===== src/soc_cfg.svh =====
`ifndef SOC_CFG_SVH
`define SOC_CFG_SVH

// Bus width, data and address alike
`define SOC_DATA_W       32

// One RAM bank, 64K bytes
`define SOC_TCM_AW       16

`define SOC_GPIO_W       16           // P0 out, P1 in

// Region bases of the address map
`define SOC_TCM0_BASE    32'h0000_0000
`define SOC_TCM1_BASE    32'h0001_0000
`define SOC_PERIPH_BASE  32'h4000_0000

`define SOC_PERIPH_AW    12           // 4K peripheral window

`endif


===== src/ahb_pkg.sv =====
package ahb_pkg;

   // AHB-lite transfer type
   typedef enum logic [1:0] {
      HTRANS_IDLE   = 2'b00,
      HTRANS_BUSY   = 2'b01,
      HTRANS_NONSEQ = 2'b10,
      HTRANS_SEQ    = 2'b11
   } htrans_e;

   typedef enum logic [2:0] {
      HSIZE_BYTE = 3'b000,
      HSIZE_HALF = 3'b001,
      HSIZE_WORD = 3'b010             // Largest size on a 32-bit bus
   } hsize_e;

   typedef enum logic {
      HRESP_OKAY  = 1'b0,
      HRESP_ERROR = 1'b1
   } hresp_e;

   // AHB to APB bridge sequencing
   typedef enum logic [1:0] {
      APB_IDLE,                       // Also the AHB response cycle
      APB_SETUP,
      APB_ACCESS
   } apb_state_e;

endpackage


===== src/soc_map_pkg.sv =====
`include "soc_cfg.svh"

package soc_map_pkg;

   // Target of one transfer
   typedef enum logic [1:0] {
      SEL_TCM0,
      SEL_TCM1,
      SEL_PERIPH,
      SEL_NONE                        // Unmapped, error response
   } slave_sel_e;

   // GPIO registers, byte offsets in the peripheral window
   typedef enum logic [`SOC_PERIPH_AW-1:0] {
      GPIO_DOUT = 'h0,                // Output register, drives P0
      GPIO_DIN  = 'h4                 // Synchronized P1, read only
   } gpio_reg_e;

endpackage


===== src/ahb_slv_if.sv =====
`timescale 1ns/1ps
`include "soc_cfg.svh"

interface ahb_slv_if;

   logic                    hsel;        // Decode of this slave
   logic [`SOC_DATA_W-1:0]  haddr;
   ahb_pkg::htrans_e        htrans;
   logic                    hwrite;
   ahb_pkg::hsize_e         hsize;
   logic [`SOC_DATA_W-1:0]  hwdata;      // Data phase
   logic                    hready;      // Bus ready, from the decoder
   logic [`SOC_DATA_W-1:0]  hrdata;
   logic                    hreadyout;   // Slave ready
   ahb_pkg::hresp_e         hresp;

   modport decoder (
      output hsel, haddr, htrans, hwrite, hsize, hwdata, hready,
      input  hrdata, hreadyout, hresp
   );

   modport slave (
      input  hsel, haddr, htrans, hwrite, hsize, hwdata, hready,
      output hrdata, hreadyout, hresp
   );

endinterface


===== src/ahb_decoder.sv =====
`timescale 1ns/1ps
`include "soc_cfg.svh"

module ahb_decoder (
   input  logic                   clk,
   input  logic                   rst_i,
   input  logic [`SOC_DATA_W-1:0] haddr_i,
   input  logic [1:0]             htrans_i,
   input  logic                   hwrite_i,
   input  logic [2:0]             hsize_i,
   input  logic [`SOC_DATA_W-1:0] hwdata_i,
   output logic [`SOC_DATA_W-1:0] hrdata_o,
   output logic                   hready_o,
   output logic                   hresp_o,
   ahb_slv_if.decoder             tcm0_if,
   ahb_slv_if.decoder             tcm1_if,
   ahb_slv_if.decoder             periph_if
);

   localparam logic [`SOC_DATA_W-1:0] TCM0_BASE   = `SOC_TCM0_BASE;
   localparam logic [`SOC_DATA_W-1:0] TCM1_BASE   = `SOC_TCM1_BASE;
   localparam logic [`SOC_DATA_W-1:0] PERIPH_BASE = `SOC_PERIPH_BASE;

   ahb_pkg::htrans_e        ap_trans;
   ahb_pkg::hsize_e         ap_size;
   logic                    ap_valid;      // NONSEQ or SEQ
   soc_map_pkg::slave_sel_e ap_sel;
   soc_map_pkg::slave_sel_e dp_sel_q;      // Owner of the data phase
   logic                    dp_active_q;
   logic                    err_second_q;  // Unmapped, ready cycle

   assign ap_trans = ahb_pkg::htrans_e'(htrans_i);
   assign ap_size  = ahb_pkg::hsize_e'(hsize_i);
   assign ap_valid = ap_trans inside {ahb_pkg::HTRANS_NONSEQ, ahb_pkg::HTRANS_SEQ};

   always_comb begin
      if (haddr_i[`SOC_DATA_W-1:`SOC_TCM_AW] == TCM0_BASE[`SOC_DATA_W-1:`SOC_TCM_AW]) begin
         ap_sel = soc_map_pkg::SEL_TCM0;
      end else if (haddr_i[`SOC_DATA_W-1:`SOC_TCM_AW] ==
                   TCM1_BASE[`SOC_DATA_W-1:`SOC_TCM_AW]) begin
         ap_sel = soc_map_pkg::SEL_TCM1;
      end else if (haddr_i[`SOC_DATA_W-1:`SOC_PERIPH_AW] ==
                   PERIPH_BASE[`SOC_DATA_W-1:`SOC_PERIPH_AW]) begin
         ap_sel = soc_map_pkg::SEL_PERIPH;
      end else begin
         ap_sel = soc_map_pkg::SEL_NONE;
      end
   end

   // Address phase goes to every slave, hsel picks one
   assign tcm0_if.hsel     = (ap_sel == soc_map_pkg::SEL_TCM0);
   assign tcm0_if.haddr    = haddr_i;
   assign tcm0_if.htrans   = ap_trans;
   assign tcm0_if.hwrite   = hwrite_i;
   assign tcm0_if.hsize    = ap_size;
   assign tcm0_if.hwdata   = hwdata_i;
   assign tcm0_if.hready   = hready_o;

   assign tcm1_if.hsel     = (ap_sel == soc_map_pkg::SEL_TCM1);
   assign tcm1_if.haddr    = haddr_i;
   assign tcm1_if.htrans   = ap_trans;
   assign tcm1_if.hwrite   = hwrite_i;
   assign tcm1_if.hsize    = ap_size;
   assign tcm1_if.hwdata   = hwdata_i;
   assign tcm1_if.hready   = hready_o;

   assign periph_if.hsel   = (ap_sel == soc_map_pkg::SEL_PERIPH);
   assign periph_if.haddr  = haddr_i;
   assign periph_if.htrans = ap_trans;
   assign periph_if.hwrite = hwrite_i;
   assign periph_if.hsize  = ap_size;
   assign periph_if.hwdata = hwdata_i;
   assign periph_if.hready = hready_o;

   always_ff @(posedge clk) begin
      if (rst_i) begin
         dp_active_q  <= 1'b0;
         dp_sel_q     <= soc_map_pkg::SEL_NONE;
         err_second_q <= 1'b0;
      end else begin
         err_second_q <= dp_active_q && (dp_sel_q == soc_map_pkg::SEL_NONE) && !err_second_q;
         if (hready_o) begin                 // Data phase advances
            dp_active_q <= ap_valid;
            dp_sel_q    <= ap_sel;
         end
      end
   end

   // Response of the slave that owns the data phase
   always_comb begin
      hrdata_o = '0;
      hready_o = 1'b1;
      hresp_o  = ahb_pkg::HRESP_OKAY;
      if (dp_active_q) begin
         case (dp_sel_q)
            soc_map_pkg::SEL_TCM0: begin
               hrdata_o = tcm0_if.hrdata;
               hready_o = tcm0_if.hreadyout;
               hresp_o  = tcm0_if.hresp;
            end
            soc_map_pkg::SEL_TCM1: begin
               hrdata_o = tcm1_if.hrdata;
               hready_o = tcm1_if.hreadyout;
               hresp_o  = tcm1_if.hresp;
            end
            soc_map_pkg::SEL_PERIPH: begin
               hrdata_o = periph_if.hrdata;
               hready_o = periph_if.hreadyout;
               hresp_o  = periph_if.hresp;
            end
            default: begin                   // Two cycle ERROR
               hready_o = err_second_q;
               hresp_o  = ahb_pkg::HRESP_ERROR;
            end
         endcase
      end
   end

   // Holds for the local error and for any slave error
   a_err_two_cycle: assert property (@(posedge clk) disable iff (rst_i)
      (hresp_o == ahb_pkg::HRESP_ERROR && !hready_o) |=>
      (hresp_o == ahb_pkg::HRESP_ERROR && hready_o));

endmodule


===== src/flat_wrapper.sv =====
// flat-port wrapper written by rule: the top's interface ports become plain ports
module ahb_decoder_flat 
  (clk, rst_i, haddr_i, htrans_i, hwrite_i, hsize_i, hwdata_i, hrdata_o, hready_o, hresp_o, tcm0_if_hsel, tcm0_if_haddr, tcm0_if_htrans, tcm0_if_hwrite, tcm0_if_hsize, tcm0_if_hwdata, tcm0_if_hready, tcm0_if_hrdata, tcm0_if_hreadyout, tcm0_if_hresp, tcm1_if_hsel, tcm1_if_haddr, tcm1_if_htrans, tcm1_if_hwrite, tcm1_if_hsize, tcm1_if_hwdata, tcm1_if_hready, tcm1_if_hrdata, tcm1_if_hreadyout, tcm1_if_hresp, periph_if_hsel, periph_if_haddr, periph_if_htrans, periph_if_hwrite, periph_if_hsize, periph_if_hwdata, periph_if_hready, periph_if_hrdata, periph_if_hreadyout, periph_if_hresp);
  ahb_slv_if tcm0_if_i ();
  ahb_slv_if tcm1_if_i ();
  ahb_slv_if periph_if_i ();
  input  logic clk;
  input  logic rst_i;
  input  logic [`SOC_DATA_W-1:0] haddr_i;
  input  logic [1:0] htrans_i;
  input  logic hwrite_i;
  input  logic [2:0] hsize_i;
  input  logic [`SOC_DATA_W-1:0] hwdata_i;
  output logic [`SOC_DATA_W-1:0] hrdata_o;
  output logic hready_o;
  output logic hresp_o;
  output wire logic [$bits(tcm0_if_i.hsel)-1:0] tcm0_if_hsel;
  output wire logic [$bits(tcm0_if_i.haddr)-1:0] tcm0_if_haddr;
  output wire logic [$bits(tcm0_if_i.htrans)-1:0] tcm0_if_htrans;
  output wire logic [$bits(tcm0_if_i.hwrite)-1:0] tcm0_if_hwrite;
  output wire logic [$bits(tcm0_if_i.hsize)-1:0] tcm0_if_hsize;
  output wire logic [$bits(tcm0_if_i.hwdata)-1:0] tcm0_if_hwdata;
  output wire logic [$bits(tcm0_if_i.hready)-1:0] tcm0_if_hready;
  input wire logic [$bits(tcm0_if_i.hrdata)-1:0] tcm0_if_hrdata;
  input wire logic [$bits(tcm0_if_i.hreadyout)-1:0] tcm0_if_hreadyout;
  input wire logic [$bits(tcm0_if_i.hresp)-1:0] tcm0_if_hresp;
  output wire logic [$bits(tcm1_if_i.hsel)-1:0] tcm1_if_hsel;
  output wire logic [$bits(tcm1_if_i.haddr)-1:0] tcm1_if_haddr;
  output wire logic [$bits(tcm1_if_i.htrans)-1:0] tcm1_if_htrans;
  output wire logic [$bits(tcm1_if_i.hwrite)-1:0] tcm1_if_hwrite;
  output wire logic [$bits(tcm1_if_i.hsize)-1:0] tcm1_if_hsize;
  output wire logic [$bits(tcm1_if_i.hwdata)-1:0] tcm1_if_hwdata;
  output wire logic [$bits(tcm1_if_i.hready)-1:0] tcm1_if_hready;
  input wire logic [$bits(tcm1_if_i.hrdata)-1:0] tcm1_if_hrdata;
  input wire logic [$bits(tcm1_if_i.hreadyout)-1:0] tcm1_if_hreadyout;
  input wire logic [$bits(tcm1_if_i.hresp)-1:0] tcm1_if_hresp;
  output wire logic [$bits(periph_if_i.hsel)-1:0] periph_if_hsel;
  output wire logic [$bits(periph_if_i.haddr)-1:0] periph_if_haddr;
  output wire logic [$bits(periph_if_i.htrans)-1:0] periph_if_htrans;
  output wire logic [$bits(periph_if_i.hwrite)-1:0] periph_if_hwrite;
  output wire logic [$bits(periph_if_i.hsize)-1:0] periph_if_hsize;
  output wire logic [$bits(periph_if_i.hwdata)-1:0] periph_if_hwdata;
  output wire logic [$bits(periph_if_i.hready)-1:0] periph_if_hready;
  input wire logic [$bits(periph_if_i.hrdata)-1:0] periph_if_hrdata;
  input wire logic [$bits(periph_if_i.hreadyout)-1:0] periph_if_hreadyout;
  input wire logic [$bits(periph_if_i.hresp)-1:0] periph_if_hresp;
  assign tcm0_if_hsel = tcm0_if_i.hsel;
  assign tcm0_if_haddr = tcm0_if_i.haddr;
  assign tcm0_if_htrans = tcm0_if_i.htrans;
  assign tcm0_if_hwrite = tcm0_if_i.hwrite;
  assign tcm0_if_hsize = tcm0_if_i.hsize;
  assign tcm0_if_hwdata = tcm0_if_i.hwdata;
  assign tcm0_if_hready = tcm0_if_i.hready;
  assign tcm0_if_i.hrdata = tcm0_if_hrdata;
  assign tcm0_if_i.hreadyout = tcm0_if_hreadyout;
  assign tcm0_if_i.hresp = tcm0_if_hresp;
  assign tcm1_if_hsel = tcm1_if_i.hsel;
  assign tcm1_if_haddr = tcm1_if_i.haddr;
  assign tcm1_if_htrans = tcm1_if_i.htrans;
  assign tcm1_if_hwrite = tcm1_if_i.hwrite;
  assign tcm1_if_hsize = tcm1_if_i.hsize;
  assign tcm1_if_hwdata = tcm1_if_i.hwdata;
  assign tcm1_if_hready = tcm1_if_i.hready;
  assign tcm1_if_i.hrdata = tcm1_if_hrdata;
  assign tcm1_if_i.hreadyout = tcm1_if_hreadyout;
  assign tcm1_if_i.hresp = tcm1_if_hresp;
  assign periph_if_hsel = periph_if_i.hsel;
  assign periph_if_haddr = periph_if_i.haddr;
  assign periph_if_htrans = periph_if_i.htrans;
  assign periph_if_hwrite = periph_if_i.hwrite;
  assign periph_if_hsize = periph_if_i.hsize;
  assign periph_if_hwdata = periph_if_i.hwdata;
  assign periph_if_hready = periph_if_i.hready;
  assign periph_if_i.hrdata = periph_if_hrdata;
  assign periph_if_i.hreadyout = periph_if_hreadyout;
  assign periph_if_i.hresp = periph_if_hresp;
  ahb_decoder u_core (.clk(clk), .rst_i(rst_i), .haddr_i(haddr_i), .htrans_i(htrans_i), .hwrite_i(hwrite_i), .hsize_i(hsize_i), .hwdata_i(hwdata_i), .hrdata_o(hrdata_o), .hready_o(hready_o), .hresp_o(hresp_o), .tcm0_if(tcm0_if_i), .tcm1_if(tcm1_if_i), .periph_if(periph_if_i));
endmodule

===== config.mk =====
export PLATFORM = sky130hd
export DESIGN_NAME = ahb_decoder_flat
export DESIGN_NICKNAME = d
export VERILOG_FILES = /design/src/ahb_pkg.sv /design/src/soc_map_pkg.sv /design/src/ahb_slv_if.sv /design/src/ahb_decoder.sv /design/src/flat_wrapper.sv
export VERILOG_INCLUDE_DIRS = /design/src
export SDC_FILE = /design/constraint.sdc
export NUM_CORES = 1
export LEC_CHECK = 0
export ABC_AREA = 1
export BUFFER_PORTS_ARGS = -buffer_cell sky130_fd_sc_hd__clkbuf_2
export CORE_AREA = 2 2 167 169
export DETAILED_ROUTE_END_ITERATION = 6
export DIE_AREA = 0 0 169 171
export PLACE_DENSITY = 0.34
export SYNTH_ARGS = -nofsm -noshare
export SYNTH_HDL_FRONTEND = slang
export SYNTH_SLANG_ARGS = --single-unit

===== constraint.sdc =====
create_clock -name clk -period 1.19 [get_ports clk]
set_input_delay 0.119 -clock clk [delete_from_list [all_inputs] [get_ports clk]]
set_output_delay 0.119 -clock clk [all_outputs]
set_load 0.02 [all_outputs]

==> PnR_summary.wiki, run 1 <==
{| class="wikitable"
! Metric !! Value
|-
| Sinks on Clock Net || 4
|-
| Cell type with the highest aggregate area in the netlist || sky130_fd_sc_hd__buf_4
|-
| Launching element type of the critical path || flip-flop
|-
| Fmax || ~0.62 GHz
|-
| Worst-skew pair later-pin latency || roughly 0.22 ns
|-
| Number of buffers on the longest clock path || 2
|-
| Placed Cells incl. Taps || 858
|-
| Cell count after synthesis || 490
|-
| Worst setup path category || flip-flop to primary output
|-
| Combinational fraction of design power || 70.7%
|-
| Half-perimeter wire length after placement || ~8.1 mm
|-
| Storage element area || 86.3 sq um
|-
| TritonCTS clock tree || done
|-
| Clock Tree Root || sky130_fd_sc_hd__clkbuf_16
|-
| Multi-input gate area in the final layout || 1140 sq um
|-
| Fill cell instance count of the final layout || about 3.2k
|-
| Library cells used by synthesis || 17
|-
| Final RePlAce weighted congestion || around 0.64
|-
| Post-route clock period utilization || 136%
|-
| Worst-case setup slack after placement || -0.237 ns
|-
| Die span in x || about 170 um
|-
| Synth Area per Inst || 5.81 sq um
|-
| ANT cells || 0
|-
| Vias/cell || between 3 and 4
|-
| Final setup margin || -0.432 ns
|-
| Area of the core || around 27000 sq um
|-
| Min Clock Period, post-route || 1.62 ns
|-
| Hold Fails Final Rpt || 0
|-
| Ordered cell list for the critical path || buf_6 > nor2_8 > clkbuf_16 > nand2_2 > nand3_2 > nand2_1 > inv_1 > clkbuf_8
|-
| Initial antenna violation count || 0
|-
| Clock tree skew after final layout || around 0.00043 ns
|-
| Post-Route Hold Slack || approximately 0.12 ns
|-
| Vias in the first global route || 2384
|-
| Residual antenna-violating net count after detailed routing || 0
|-
| Number of buffers and inverters on the critical path || 4
|-
| Number of maximum-capacitance violations || 0
|-
| Count of buffers inserted at the top-level ports || between 200 and 250
|-
| Crit path max-delay cell type || sky130_fd_sc_hd__dfxtp_4
|-
| Die outline area || 28900 sq um
|-
| Final instance count without filler cells || between 800 and 900
|-
| Sw Share || 43.7%
|-
| Signal arrival time at the worst endpoint || around 1.5 ns
|-
| Area of the mapped netlist || between 2000 and 3000 sq um
|-
| Post-detailed-route wirelength per cell || ~12 um
|-
| First-pass GRT wire length || approximately 13 mm
|-
| Area share of the leading cell type in the synthesized netlist || between 50 and 60%
|-
| Internal power || 1320 uW
|-
| Number of buffers inserted for hold repair after clock tree synthesis || 0
|-
| Sequential-to-total area share from yosys stat || 2.81%
|-
| Rows || 61
|-
| Worst path top cell family by delay || buffers and inverters
|-
| Remaining design rule violation count || 0
|-
| Routed wire length || 10.1 mm
|-
| Overall via count from detail_route || between 2k and 3k
|-
| Final core utilization || between 10% and 20%
|-
| Initial Util || 10.4%
|-
| Top-Level Pins || 424
|-
| Result of the run || finished with violations
|-
| Setup repair after global routing missed its margin || yes
|-
| Yosys warnings || 0
|-
| Setup Viol. Count Final || 40
|-
| Top post-synthesis cells by area || sky130_fd_sc_hd__buf_4 57%, sky130_fd_sc_hd__nand2_1 19%, sky130_fd_sc_hd__nand3_1 7.2%
|-
| Aggregate global-route resource usage || under 10%
|-
| Headroom to the max-slew limit || 76.2%
|-
| Setup crit end kind || primary output
|-
| Data required time of the critical path || ~1.1 ns
|-
| Height of the die || 171 um
|-
| Leakage dissipation || between 0.002 and 0.0025 uW
|-
| Failing checks || setup timing
|-
| Slew at the pin with the worst max-slew slack || 0.357 ns
|-
| H-Tree Level Count || 1
|-
| Syn-to-layout area delta || 28.9%
|-
| Detailed Route Iter0 Violations || 26
|-
| Total CTS buffers || 3
|-
| Total power of the final layout || approximately 2400 uW
|-
| Hold Crit Class || input pin to flip-flop
|-
| Peak per-stage delay on the critical path || roughly 0.35 ns
|-
| Relative contribution of sequential cells to total power || 7.3%
|-
| Final-report max-slew violation count || 0
|-
| Count of nets after finishing || 697
|-
| Synthesized Nets || between 600 and 700
|-
| Count of TritonRoute iterations in the first routing pass || 3
|-
| GRT overflow || 0
|-
| Total net switching power || a little over 1000 uW
|-
| Clock share of power || between 20 and 25%
|-
| Largest net degree at the start of global routing || 30
|-
| Synthesis-stage register bit count || 4
|-
| Worst supply voltage drop on vdd || between 0.3 and 0.4 mV
|-
| Highest fanout seen on the critical path || 8
|-
| Total power divided by cell area || approximately 640 nW/um^2
|-
| Clock-pin slew on the worst setup and hold paths || ~0.030 ns
|-
| Fraction of layout cells with a size suffix above 1 || between 60 and 70%
|}
## Yosys cell counts, drive strengths merged
cell / n
o21ai: 4
nand2: 144
nand3b: 1
nand4: 1
a21oi: 2
inv: 48
nor3: 1
dfxtp: 4
nand3: 41
clkbuf: 3
nor2: 16
buf: 225
## worst paths after layout
| check | from | depth (start not counted) | slack, ns | end |
|---|---|---|---|---|
| max | u_core.dp_sel_q[1]$_SDFFE_PP1P_ | 8 | -0.43 | hrdata_o[17] |
| min | rst_i | 2 | 0.12 | u_core.err_second_q$_SDFF_PP0_ |
| min reg2reg | u_core.err_second_q$_SDFF_PP0_ | 4 | 0.61 | u_core.err_second_q$_SDFF_PP0_ |
| max reg2reg | u_core.dp_sel_q[1]$_SDFFE_PP1P_ | 9 | -0.31 | u_core.dp_sel_q[0]$_SDFFE_PP1P_ |
## logic make-up after synthesis
kind of cell	synth area share (%)
compound gates	1.19
buf+inv	66.5
flops	2.81
simple gates	29.5
## worst reg2reg max path, cell delays in order (launching register included)
cell	delay, ns
sky130_fd_sc_hd__dfxtp_4	0.35
sky130_fd_sc_hd__buf_6	0.13
sky130_fd_sc_hd__nor2_8	0.22
sky130_fd_sc_hd__nand2_1	0.08
sky130_fd_sc_hd__nand2_1	0.08
sky130_fd_sc_hd__o21ai_2	0.07
sky130_fd_sc_hd__buf_4	0.15
sky130_fd_sc_hd__buf_4	0.12
sky130_fd_sc_hd__a21oi_1	0.13
sky130_fd_sc_hd__nand2_1	0.06
## sequential cells by signal, indices dropped and copies added, names as in the netlist
signal and flops:
u_core.dp_sel_q 2, u_core.dp_active_q 1, u_core.err_second_q 1
## what timing repair did
action,in CTS,in global routing
gates cloned,1,1
setup endpoints to repair,41,43
setup buffers,5,1
resized for setup,83,84
pin swaps,3,21
## power by group through the flow
stage	logic, uW	registers (uW)	clock network, uW
final	1660	171	518
after floorplan	1650	158	0
after detailed placement	1410	170	0
after CTS	1590	172	529
after global routing	1820	174	538
after global placement	1430	169	0
## placed cells by master, fill, tap and decap left out
| master | n |
|---|---|
| sky130_fd_sc_hd__clkbuf_8 | 24 |
| sky130_fd_sc_hd__dfxtp_4 | 1 |
| sky130_fd_sc_hd__o21ai_1 | 1 |
| sky130_fd_sc_hd__clkbuf_16 | 4 |
| sky130_fd_sc_hd__inv_1 | 37 |
| sky130_fd_sc_hd__buf_4 | 24 |
| sky130_fd_sc_hd__buf_12 | 6 |
| sky130_fd_sc_hd__buf_6 | 7 |
| sky130_fd_sc_hd__o21ai_0 | 2 |
| sky130_fd_sc_hd__nor2_8 | 1 |
| sky130_fd_sc_hd__buf_2 | 1 |
| sky130_fd_sc_hd__nor3_2 | 1 |
| sky130_fd_sc_hd__nand2_2 | 21 |
| sky130_fd_sc_hd__nand2_4 | 7 |
| sky130_fd_sc_hd__nand3_1 | 15 |
| sky130_fd_sc_hd__nand3_4 | 1 |
| sky130_fd_sc_hd__buf_8 | 5 |
| sky130_fd_sc_hd__nand2_1 | 116 |
| sky130_fd_sc_hd__clkbuf_2 | 187 |
| sky130_fd_sc_hd__clkbuf_4 | 1 |
| sky130_fd_sc_hd__nand4_1 | 1 |
| sky130_fd_sc_hd__nor2_1 | 11 |
| sky130_fd_sc_hd__o21ai_2 | 1 |
| sky130_fd_sc_hd__dfxtp_2 | 2 |
| sky130_fd_sc_hd__a21oi_1 | 2 |
| sky130_fd_sc_hd__nand3b_1 | 1 |
| sky130_fd_sc_hd__nor2_2 | 3 |
| sky130_fd_sc_hd__dfxtp_1 | 1 |
| sky130_fd_sc_hd__nor2_4 | 1 |
| sky130_fd_sc_hd__nand3_2 | 25 |
| sky130_fd_sc_hd__inv_2 | 11 |
## cell type report
class                           count  share of cell area (%)
Clock buffer                        3                    2.05
Inverter                           48                    4.91
Multi-Input combinational cell    210                    31.0
Sequential cell                     4                    2.35
Tap cell                          346                    11.8
Timing Repair Buffer              256                    47.9
## per-stage QoR
step / TNS, ns / instance area (sq um)
after CTS: -14.99 / 3430
final: -15.18 / 3670
after global routing: -19.12 / 3670
after detailed placement: -6.41 / 2940
after floorplan: 0 / 2850
after global placement: -5.64 / 2940
## per-layer routing
| layer | vias up | part of all wire [%] | track usage [%] |
|---|---|---|---|
| met3 | 23 | 11 | 2.68 |
| li1 | 1317 | - | - |
| met5 | - | 0 | 0 |
| met2 | 194 | 49 | 10.8 |
| met1 | 1130 | 37 | 6.58 |
| met4 | 0 | 2.8 | 2.60 |
(Power assumes the default switching activity.)
==> run 2: changes to the inputs <==
==> constraint.sdc (replaced) <==
create_clock -name clk -period 1.19 [get_ports clk]
set_input_delay 0 -clock clk [delete_from_list [all_inputs] [get_ports clk]]
set_output_delay 0 -clock clk [all_outputs]
set_load 0.02 [all_outputs]
==> PnR_summary.wiki, run 2 (synthesized netlist as in run 1, its figures left out) <==
{| class="wikitable"
! Metric !! Value
|-
| Final-report max-slew violation count || 0 (unchanged)
|-
| Initial Util || 10.4% (unchanged)
|-
| Final design area excluding fillers || 3390 sq um (-7.6%)
|-
| Vias/cell || 3.03 (-1.4%)
|-
| Die outline area || 28900 sq um (unchanged)
|-
| Register with the highest flop count || u_core.dp_sel_q
|-
| Remaining design rule violation count || 0 (unchanged)
|-
| Final core utilization || 12.4% (-1.0 points)
|-
| First-pass GRT wire length || 12.8 mm (-4.1%)
|-
| Ordered cell list for the critical path || buf_6 > nor2_8 > buf_12 > nand2_1 > nand3_1 > nand2_1 > inv_1 > clkbuf_8
|-
| Launching point of the worst reg2reg path || u_core.dp_sel_q[1]$_SDFFE_PP1P_
|-
| Final instance count without filler cells || 858 (-1.0%)
|-
| GRT overflow || 0 (unchanged)
|-
| Largest net degree at the start of global routing || 22 (-27%)
|-
| Hold Crit Class || input pin to primary output
|-
| Fmax || 0.713 GHz (+16%)
|-
| Post-Route Hold Slack || 0.0000138 ns (-0.120 ns)
|-
| Hold Fails Final Rpt || 0 (unchanged)
|-
| Total CTS buffers || 3 (unchanged)
|-
| Min Clock Period, post-route || 1.40 ns (-0.218 ns)
|-
| TritonCTS clock tree || done
|-
| Number of buffers on the longest clock path || 2 (unchanged)
|-
| ANT cells || 0 (unchanged)
|-
| Clock Tree Root || sky130_fd_sc_hd__clkbuf_16
|-
| Initial antenna violation count || 0 (unchanged)
|-
| Post-route clock period utilization || 118% (-18 points)
|-
| Routed wire length || 9.52 mm (-6.1%)
|-
| Clock tree skew after final layout || 0.00229 ns (+0.00186 ns)
|-
| Launching element type of the critical path || flip-flop
|-
| Highest fanout seen on the critical path || 18 (+10)
|-
| Worst-skew pair later-pin latency || 0.22 ns (about the same)
|-
| Failing checks || setup timing
|-
| Data required time of the critical path || 1.19 ns (+0.12 ns)
|-
| Signal arrival time at the worst endpoint || 1.40 ns (-0.10 ns)
|-
| Aggregate global-route resource usage || 5.86% (-0.33 points)
|-
| Setup repair after global routing missed its margin || yes
|-
| Final RePlAce weighted congestion || 0.645 (+0.64%)
|-
| Number of maximum-capacitance violations || 0 (unchanged)
|-
| Sw Share || 43.0% (-0.77 points)
|-
| Total power divided by cell area || 678 nW/um^2 (+5.9%)
|-
| Leakage dissipation || 0.00203 uW (-11%)
|-
| Worst supply voltage drop on vdd || 0.466 mV (+36%)
|-
| Worst setup path category || flip-flop to primary output
|-
| Vias in the first global route || 2337 (-2.0%)
|-
| Half-perimeter wire length after placement || 8.21 mm (+1.3%)
|-
| Internal power || 1310 uW (-0.81%)
|-
| Launch point of the critical path || u_core.dp_sel_q[0]$_SDFFE_PP1P_
|-
| Crit path max-delay cell type || sky130_fd_sc_hd__dfxtp_2
|-
| Relative contribution of sequential cells to total power || 7.5% (+0.2 points)
|-
| Count of buffers inserted at the top-level ports || 227 (unchanged)
|-
| Post-detailed-route wirelength per cell || 11.1 um (-5.1%)
|-
| Total net switching power || 988 uW (-3.9%)
|-
| Total placed instance area || 2920 sq um (-0.85%)
|-
| Area of the core || 27300 sq um (unchanged)
|-
| Combinational fraction of design power || 69.8% (-0.9 points)
|-
| Sinks on Clock Net || 4 (unchanged)
|-
| Worst Min Path Start || hwdata_i[7]
|-
| Final setup margin || -0.213 ns (+0.218 ns)
|-
| Residual antenna-violating net count after detailed routing || 0 (unchanged)
|-
| Overall via count from detail_route || 2600 (-2.4%)
|-
| Worst-case setup slack after placement || -0.0935 ns (+0.143 ns)
|-
| Count of nets after finishing || 688 (-1.3%)
|-
| Rows || 61 (unchanged)
|-
| Height of the die || 171 um (unchanged)
|-
| Syn-to-layout area delta || 19.1%
|-
| Clock share of power || 22.6% (+0.6 points)
|-
| Peak per-stage delay on the critical path || 0.33 ns (-0.02 ns)
|-
| Fraction of layout cells with a size suffix above 1 || 52.9% (-11 points)
|-
| Setup crit end kind || primary output
|-
| Most frequent cells in the layout || 190 x sky130_fd_sc_hd__clkbuf_2, 139 x sky130_fd_sc_hd__nand2_1, 39 x sky130_fd_sc_hd__nand3_1, 39 x sky130_fd_sc_hd__inv_1, 32 x sky130_fd_sc_hd__clkbuf_8
|-
| Headroom to the max-slew limit || 86.1% (+9.9 points)
|-
| Placed Cells incl. Taps || 853 (-0.58%)
|-
| Count of TritonRoute iterations in the first routing pass || 4 (+1)
|-
| H-Tree Level Count || 1 (unchanged)
|-
| Clock-pin slew on the worst setup and hold paths || 0.03 ns (about the same)
|-
| Setup Viol. Count Final || 39 (-2.5%)
|-
| Flip-flop count of the largest register after layout || 2 (unchanged)
|-
| Result of the run || finished with violations
|-
| Die span in x || 169 um (unchanged)
|-
| Slew at the pin with the worst max-slew slack || 0.208 ns (-0.149 ns)
|-
| Commonest non-fill, non-tap cell in the layout || sky130_fd_sc_hd__clkbuf_2
|-
| Detailed Route Iter0 Violations || 45 (+73%)
|-
| Largest registers || u_core.dp_sel_q x2, u_core.dp_active_q x1, u_core.err_second_q x1
|-
| Top-Level Pins || 424 (unchanged)
|-
| Critical Path Most Common Cell || sky130_fd_sc_hd__nand2_1
|}
-- run 2: cell count changes in the layout (fill, tap and decap cells not counted), moves of 4 or more --
cell                       before  now
sky130_fd_sc_hd__nand3_1       15   39
sky130_fd_sc_hd__nand2_1      116  139
sky130_fd_sc_hd__nand3_2       25    2
sky130_fd_sc_hd__nand2_2       21    5
sky130_fd_sc_hd__buf_4         24   10
sky130_fd_sc_hd__clkbuf_8      24   32
sky130_fd_sc_hd__nand2_4        7    0
sky130_fd_sc_hd__buf_6          7    3
sky130_fd_sc_hd__nor2_1        11   15
-- run 2: worst paths after layout --
kind | slack [ns] | cells after the start | to
worst min-delay path | 0.00001 | 0 | periph_if_hwdata[7]
worst max-delay path | -0.21 | 8 | hrdata_o[13]
worst max register to register | -0.19 | 8 | u_core.dp_sel_q[1]$_SDFFE_PP1P_
worst min register to register | 0.61 | 4 | u_core.err_second_q$_SDFF_PP0_
-- run 2: worst max-delay path: cells and delay by family (launching register included) --
kind                   cells  cell delay (ns)
flip-flops                 1             0.33
AND/OR/NAND/NOR            4             0.35
buffers and inverters      4             0.48
-- run 2: power by group through the flow --
stage / registers (uW) / clock network (uW) / logic (uW)
floorplan: 158 / 0 / 1650
detailed placement: 172 / 0 / 1410
finish: 174 / 521 / 1610
global placement: 172 / 0 / 1420
global route: 177 / 544 / 1750
CTS: 174 / 528 / 1600
-- run 2: final cells by class --
| cell class | count | area (sq um) |
|---|---|---|
| clock buffers | 3 | 75.1 |
| repair buffers | 247 | 1710 |
| well taps | 346 | 433 |
| multi-input cells | 210 | 908 |
| inverters | 48 | 183 |
| fillers | 3180 | 23900 |
| flip-flops and latches | 4 | 86.3 |
-- run 2: what timing repair did --
item	in CTS	in global routing
setup endpoints to repair	40	40
gates resized for setup	79	16
hold endpoints to repair	1	0
hold buffers	1	0
pin swaps	1	0
buffers inserted	1	0
-- run 2: metal layers --
metal | global-route usage, % | wire, um
met1 | 6.24 | 3470
met2 | 10.4 | 4620
met3 | 2.27 | 1150
met4 | 2.38 | 280
met5 | 0 | 0
-- run 2: stage by stage --
step | total power, uW | setup TNS, ns
2_1_floorplan | 1800 | 0
3_3_place_gp | 1600 | -0.464
3_5_place_dp | 1580 | -0.792
4_1_cts | 2310 | -8.06
5_1_grt | 2470 | -10.83
6_report | 2300 | -7.31
==> run 3: changes to the inputs <==
Settings changed: SETUP_SLACK_MARGIN set to 0.1.
==> PnR_summary.wiki, run 3 (synthesized netlist as in run 1, its figures left out) <==
{| class="wikitable"
! Metric !! Value
|-
| Result of the run || finished with violations
|-
| Failing checks || setup timing
|-
| Fmax || 0.699 GHz (-1.9%)
|-
| Number of maximum-capacitance violations || 0 (unchanged)
|-
| ANT cells || 0 (unchanged)
|-
| Fin Setup TNS || -6.98 ns (+0.328 ns)
|-
| Count of TritonRoute iterations in the first routing pass || 4 (unchanged)
|-
| Flip-flop count of the largest register after layout || 2 (unchanged)
|-
| Aggregate global-route resource usage || 6.25% (+0.38 points)
|-
| Signal arrival time at the worst endpoint || 1.43 ns (+0.03 ns)
|-
| Min Clock Period, post-route || 1.43 ns (+0.0266 ns)
|-
| Clock tree skew after final layout || 0.000192 ns (-0.00210 ns)
|-
| Die span in x || 169 um (unchanged)
|-
| Vias in the first global route || 2385 (+2.1%)
|-
| Worst supply voltage drop on vdd || 0.349 mV (-25%)
|-
| Clock Tree Root || sky130_fd_sc_hd__clkbuf_16
|-
| TritonCTS clock tree || done
|-
| Clock-pin slew on the worst setup and hold paths || 0.03 ns (about the same)
|-
| Final-report max-slew violation count || 0 (unchanged)
|-
| Count of buffers inserted at the top-level ports || 227 (unchanged)
|-
| Ordered cell list for the critical path || buf_4 > a21oi_2 > nand2_2 > o21ai_4 > inv_4 > buf_6
|-
| Worst setup path category || flip-flop to primary output
|-
| Setup repair after global routing missed its margin || yes
|-
| Register with the highest flop count || u_core.dp_sel_q
|-
| Initial antenna violation count || 0 (unchanged)
|-
| Count of nets after finishing || 684 (-0.58%)
|-
| Area of the core || 27300 sq um (unchanged)
|-
| Highest fanout seen on the critical path || 6 (-12)
|-
| GRT overflow || 0 (unchanged)
|-
| Total power divided by cell area || 677 nW/um^2 (-0.17%)
|-
| Launching element type of the critical path || flip-flop
|-
| Setup Viol. Count Final || 39 (unchanged)
|-
| Post-detailed-route wirelength per cell || 12.0 um (+8.5%)
|-
| Total CTS buffers || 3 (unchanged)
|-
| Remaining design rule violation count || 0 (unchanged)
|-
| Rows || 61 (unchanged)
|-
| Half-perimeter wire length after placement || 8.38 mm (+2.0%)
|-
| Total placed instance area || 2870 sq um (-1.6%)
|-
| Largest registers || u_core.dp_sel_q x2, u_core.dp_active_q x1, u_core.err_second_q x1
|-
| Routed wire length || 10.3 mm (+8.0%)
|-
| First-pass GRT wire length || 13.7 mm (+6.3%)
|-
| Largest net degree at the start of global routing || 19 (-14%)
|-
| Crit path max-delay cell type || sky130_fd_sc_hd__dfxtp_4
|-
| Overall via count from detail_route || 2664 (+2.5%)
|-
| Fraction of layout cells with a size suffix above 1 || 57.5% (+4.6 points)
|-
| Data required time of the critical path || 1.19 ns (about the same)
|-
| Initial Util || 10.4% (unchanged)
|-
| Top-Level Pins || 424 (unchanged)
|-
| Residual antenna-violating net count after detailed routing || 0 (unchanged)
|-
| Leakage dissipation || 0.00215 uW (+5.6%)
|-
| Setup crit end kind || primary output
|-
| Hold Crit Class || input pin to primary output
|-
| Height of the die || 171 um (unchanged)
|-
| Slew at the pin with the worst max-slew slack || 0.228 ns (+0.0197 ns)
|-
| Worst-skew pair later-pin latency || 0.22 ns (about the same)
|-
| Final setup margin || -0.240 ns (-0.0266 ns)
|-
| Detailed Route Iter0 Violations || 46 (+2.2%)
|-
| Vias/cell || 3.12 (+2.9%)
|-
| Number of buffers on the longest clock path || 2 (unchanged)
|-
| Die outline area || 28900 sq um (unchanged)
|-
| Hold Fails Final Rpt || 0 (unchanged)
|-
| Sinks on Clock Net || 4 (unchanged)
|-
| Final RePlAce weighted congestion || 0.661 (+2.4%)
|-
| Syn-to-layout area delta || 22.5%
|-
| H-Tree Level Count || 1 (unchanged)
|-
| Most frequent cells in the layout || 190 x sky130_fd_sc_hd__clkbuf_2, 124 x sky130_fd_sc_hd__nand2_1, 40 x sky130_fd_sc_hd__inv_1, 30 x sky130_fd_sc_hd__nand3_1, 30 x sky130_fd_sc_hd__clkbuf_8
|-
| Total power of the final layout || 2360 uW (+2.7%)
|-
| Peak per-stage delay on the critical path || 0.36 ns (+0.03 ns)
|-
| Final design area excluding fillers || 3490 sq um (+2.9%)
|-
| Headroom to the max-slew limit || 84.8% (-1.3 points)
|-
| Post-route clock period utilization || 120% (+2.2 points)
|-
| Commonest non-fill, non-tap cell in the layout || sky130_fd_sc_hd__clkbuf_2
|-
| Register-to-register setup slack || -0.12 ns (+0.07 ns)
|}
[run 3: cell types whose count changed in the layout (fill, tap and decap cells not counted), sizes merged]
cell    before  now
buf         24   20
clkinv       0    1
inv         48   47
[run 3: worst paths after layout]
kind,startpoint,end,depth (start not counted)
max,u_core.dp_sel_q[1]$_SDFFE_PP1P_,periph_if_hready,6
min,hwdata_i[21],periph_if_hwdata[21],0
max reg2reg,u_core.dp_sel_q[1]$_SDFFE_PP1P_,u_core.dp_sel_q[1]$_SDFFE_PP1P_,7
min reg2reg,u_core.err_second_q$_SDFF_PP0_,u_core.err_second_q$_SDFF_PP0_,4
[run 3: final cells by class]
type                       instances  area [sq um]
inverter                          48           198
tap                              346           433
multi-input combinational        210          1040
clock buffer                       3          75.1
fill                            3202         23800
timing repair buffer             243          1660
sequential                         4          88.8
[run 3: worst max-delay path: cells and delay by family (launching register included)]
kind	cells	cell delay (ns)
AO/OA/AOI/OAI	2	0.36
buffers and inverters	3	0.40
flip-flops	1	0.36
AND/OR/NAND/NOR	1	0.07
[run 3: routing by layer]
layer	share of wire (%)	up-vias	GRT usage (%)
li1	-	1293	-
met1	38	1138	6.73
met2	46	198	10.9
met3	12	35	2.59
met4	3.2	0	2.53
met5	0	-	0
[run 3: repair_timing]
| action | in CTS | in global routing |
|---|---|---|
| hold endpoints to repair | 1 | 0 |
| pin swaps | 13 | 1 |
| hold buffers | 1 | 0 |
| gates resized for setup | 107 | 22 |
| setup buffers | 3 | 0 |
| gates cloned | 2 | 0 |
| endpoints found under the setup margin | 40 | 41 |
[run 3: per-stage QoR]
step	setup slack, ns	cells	util [%]	hold slack [ns]
finish	-0.240	854	12.8	0.0000140
detailed placement	-0.0874	847	10.5	0.000267
global placement	-0.0585	847	10.5	0.000267
floorplan	0.0546	490	-	0.0724
CTS	-0.261	855	12.7	0.000267
global route	-0.315	854	12.8	0.0000574
[run 3: power breakdown]
group	total (uW)	internal (uW)	leakage [uW]	switching [uW]
clock	520	429	0.0000370	91.0
sequential	186	155	0.0000332	31.4
combinational	1660	729	0.00208	927
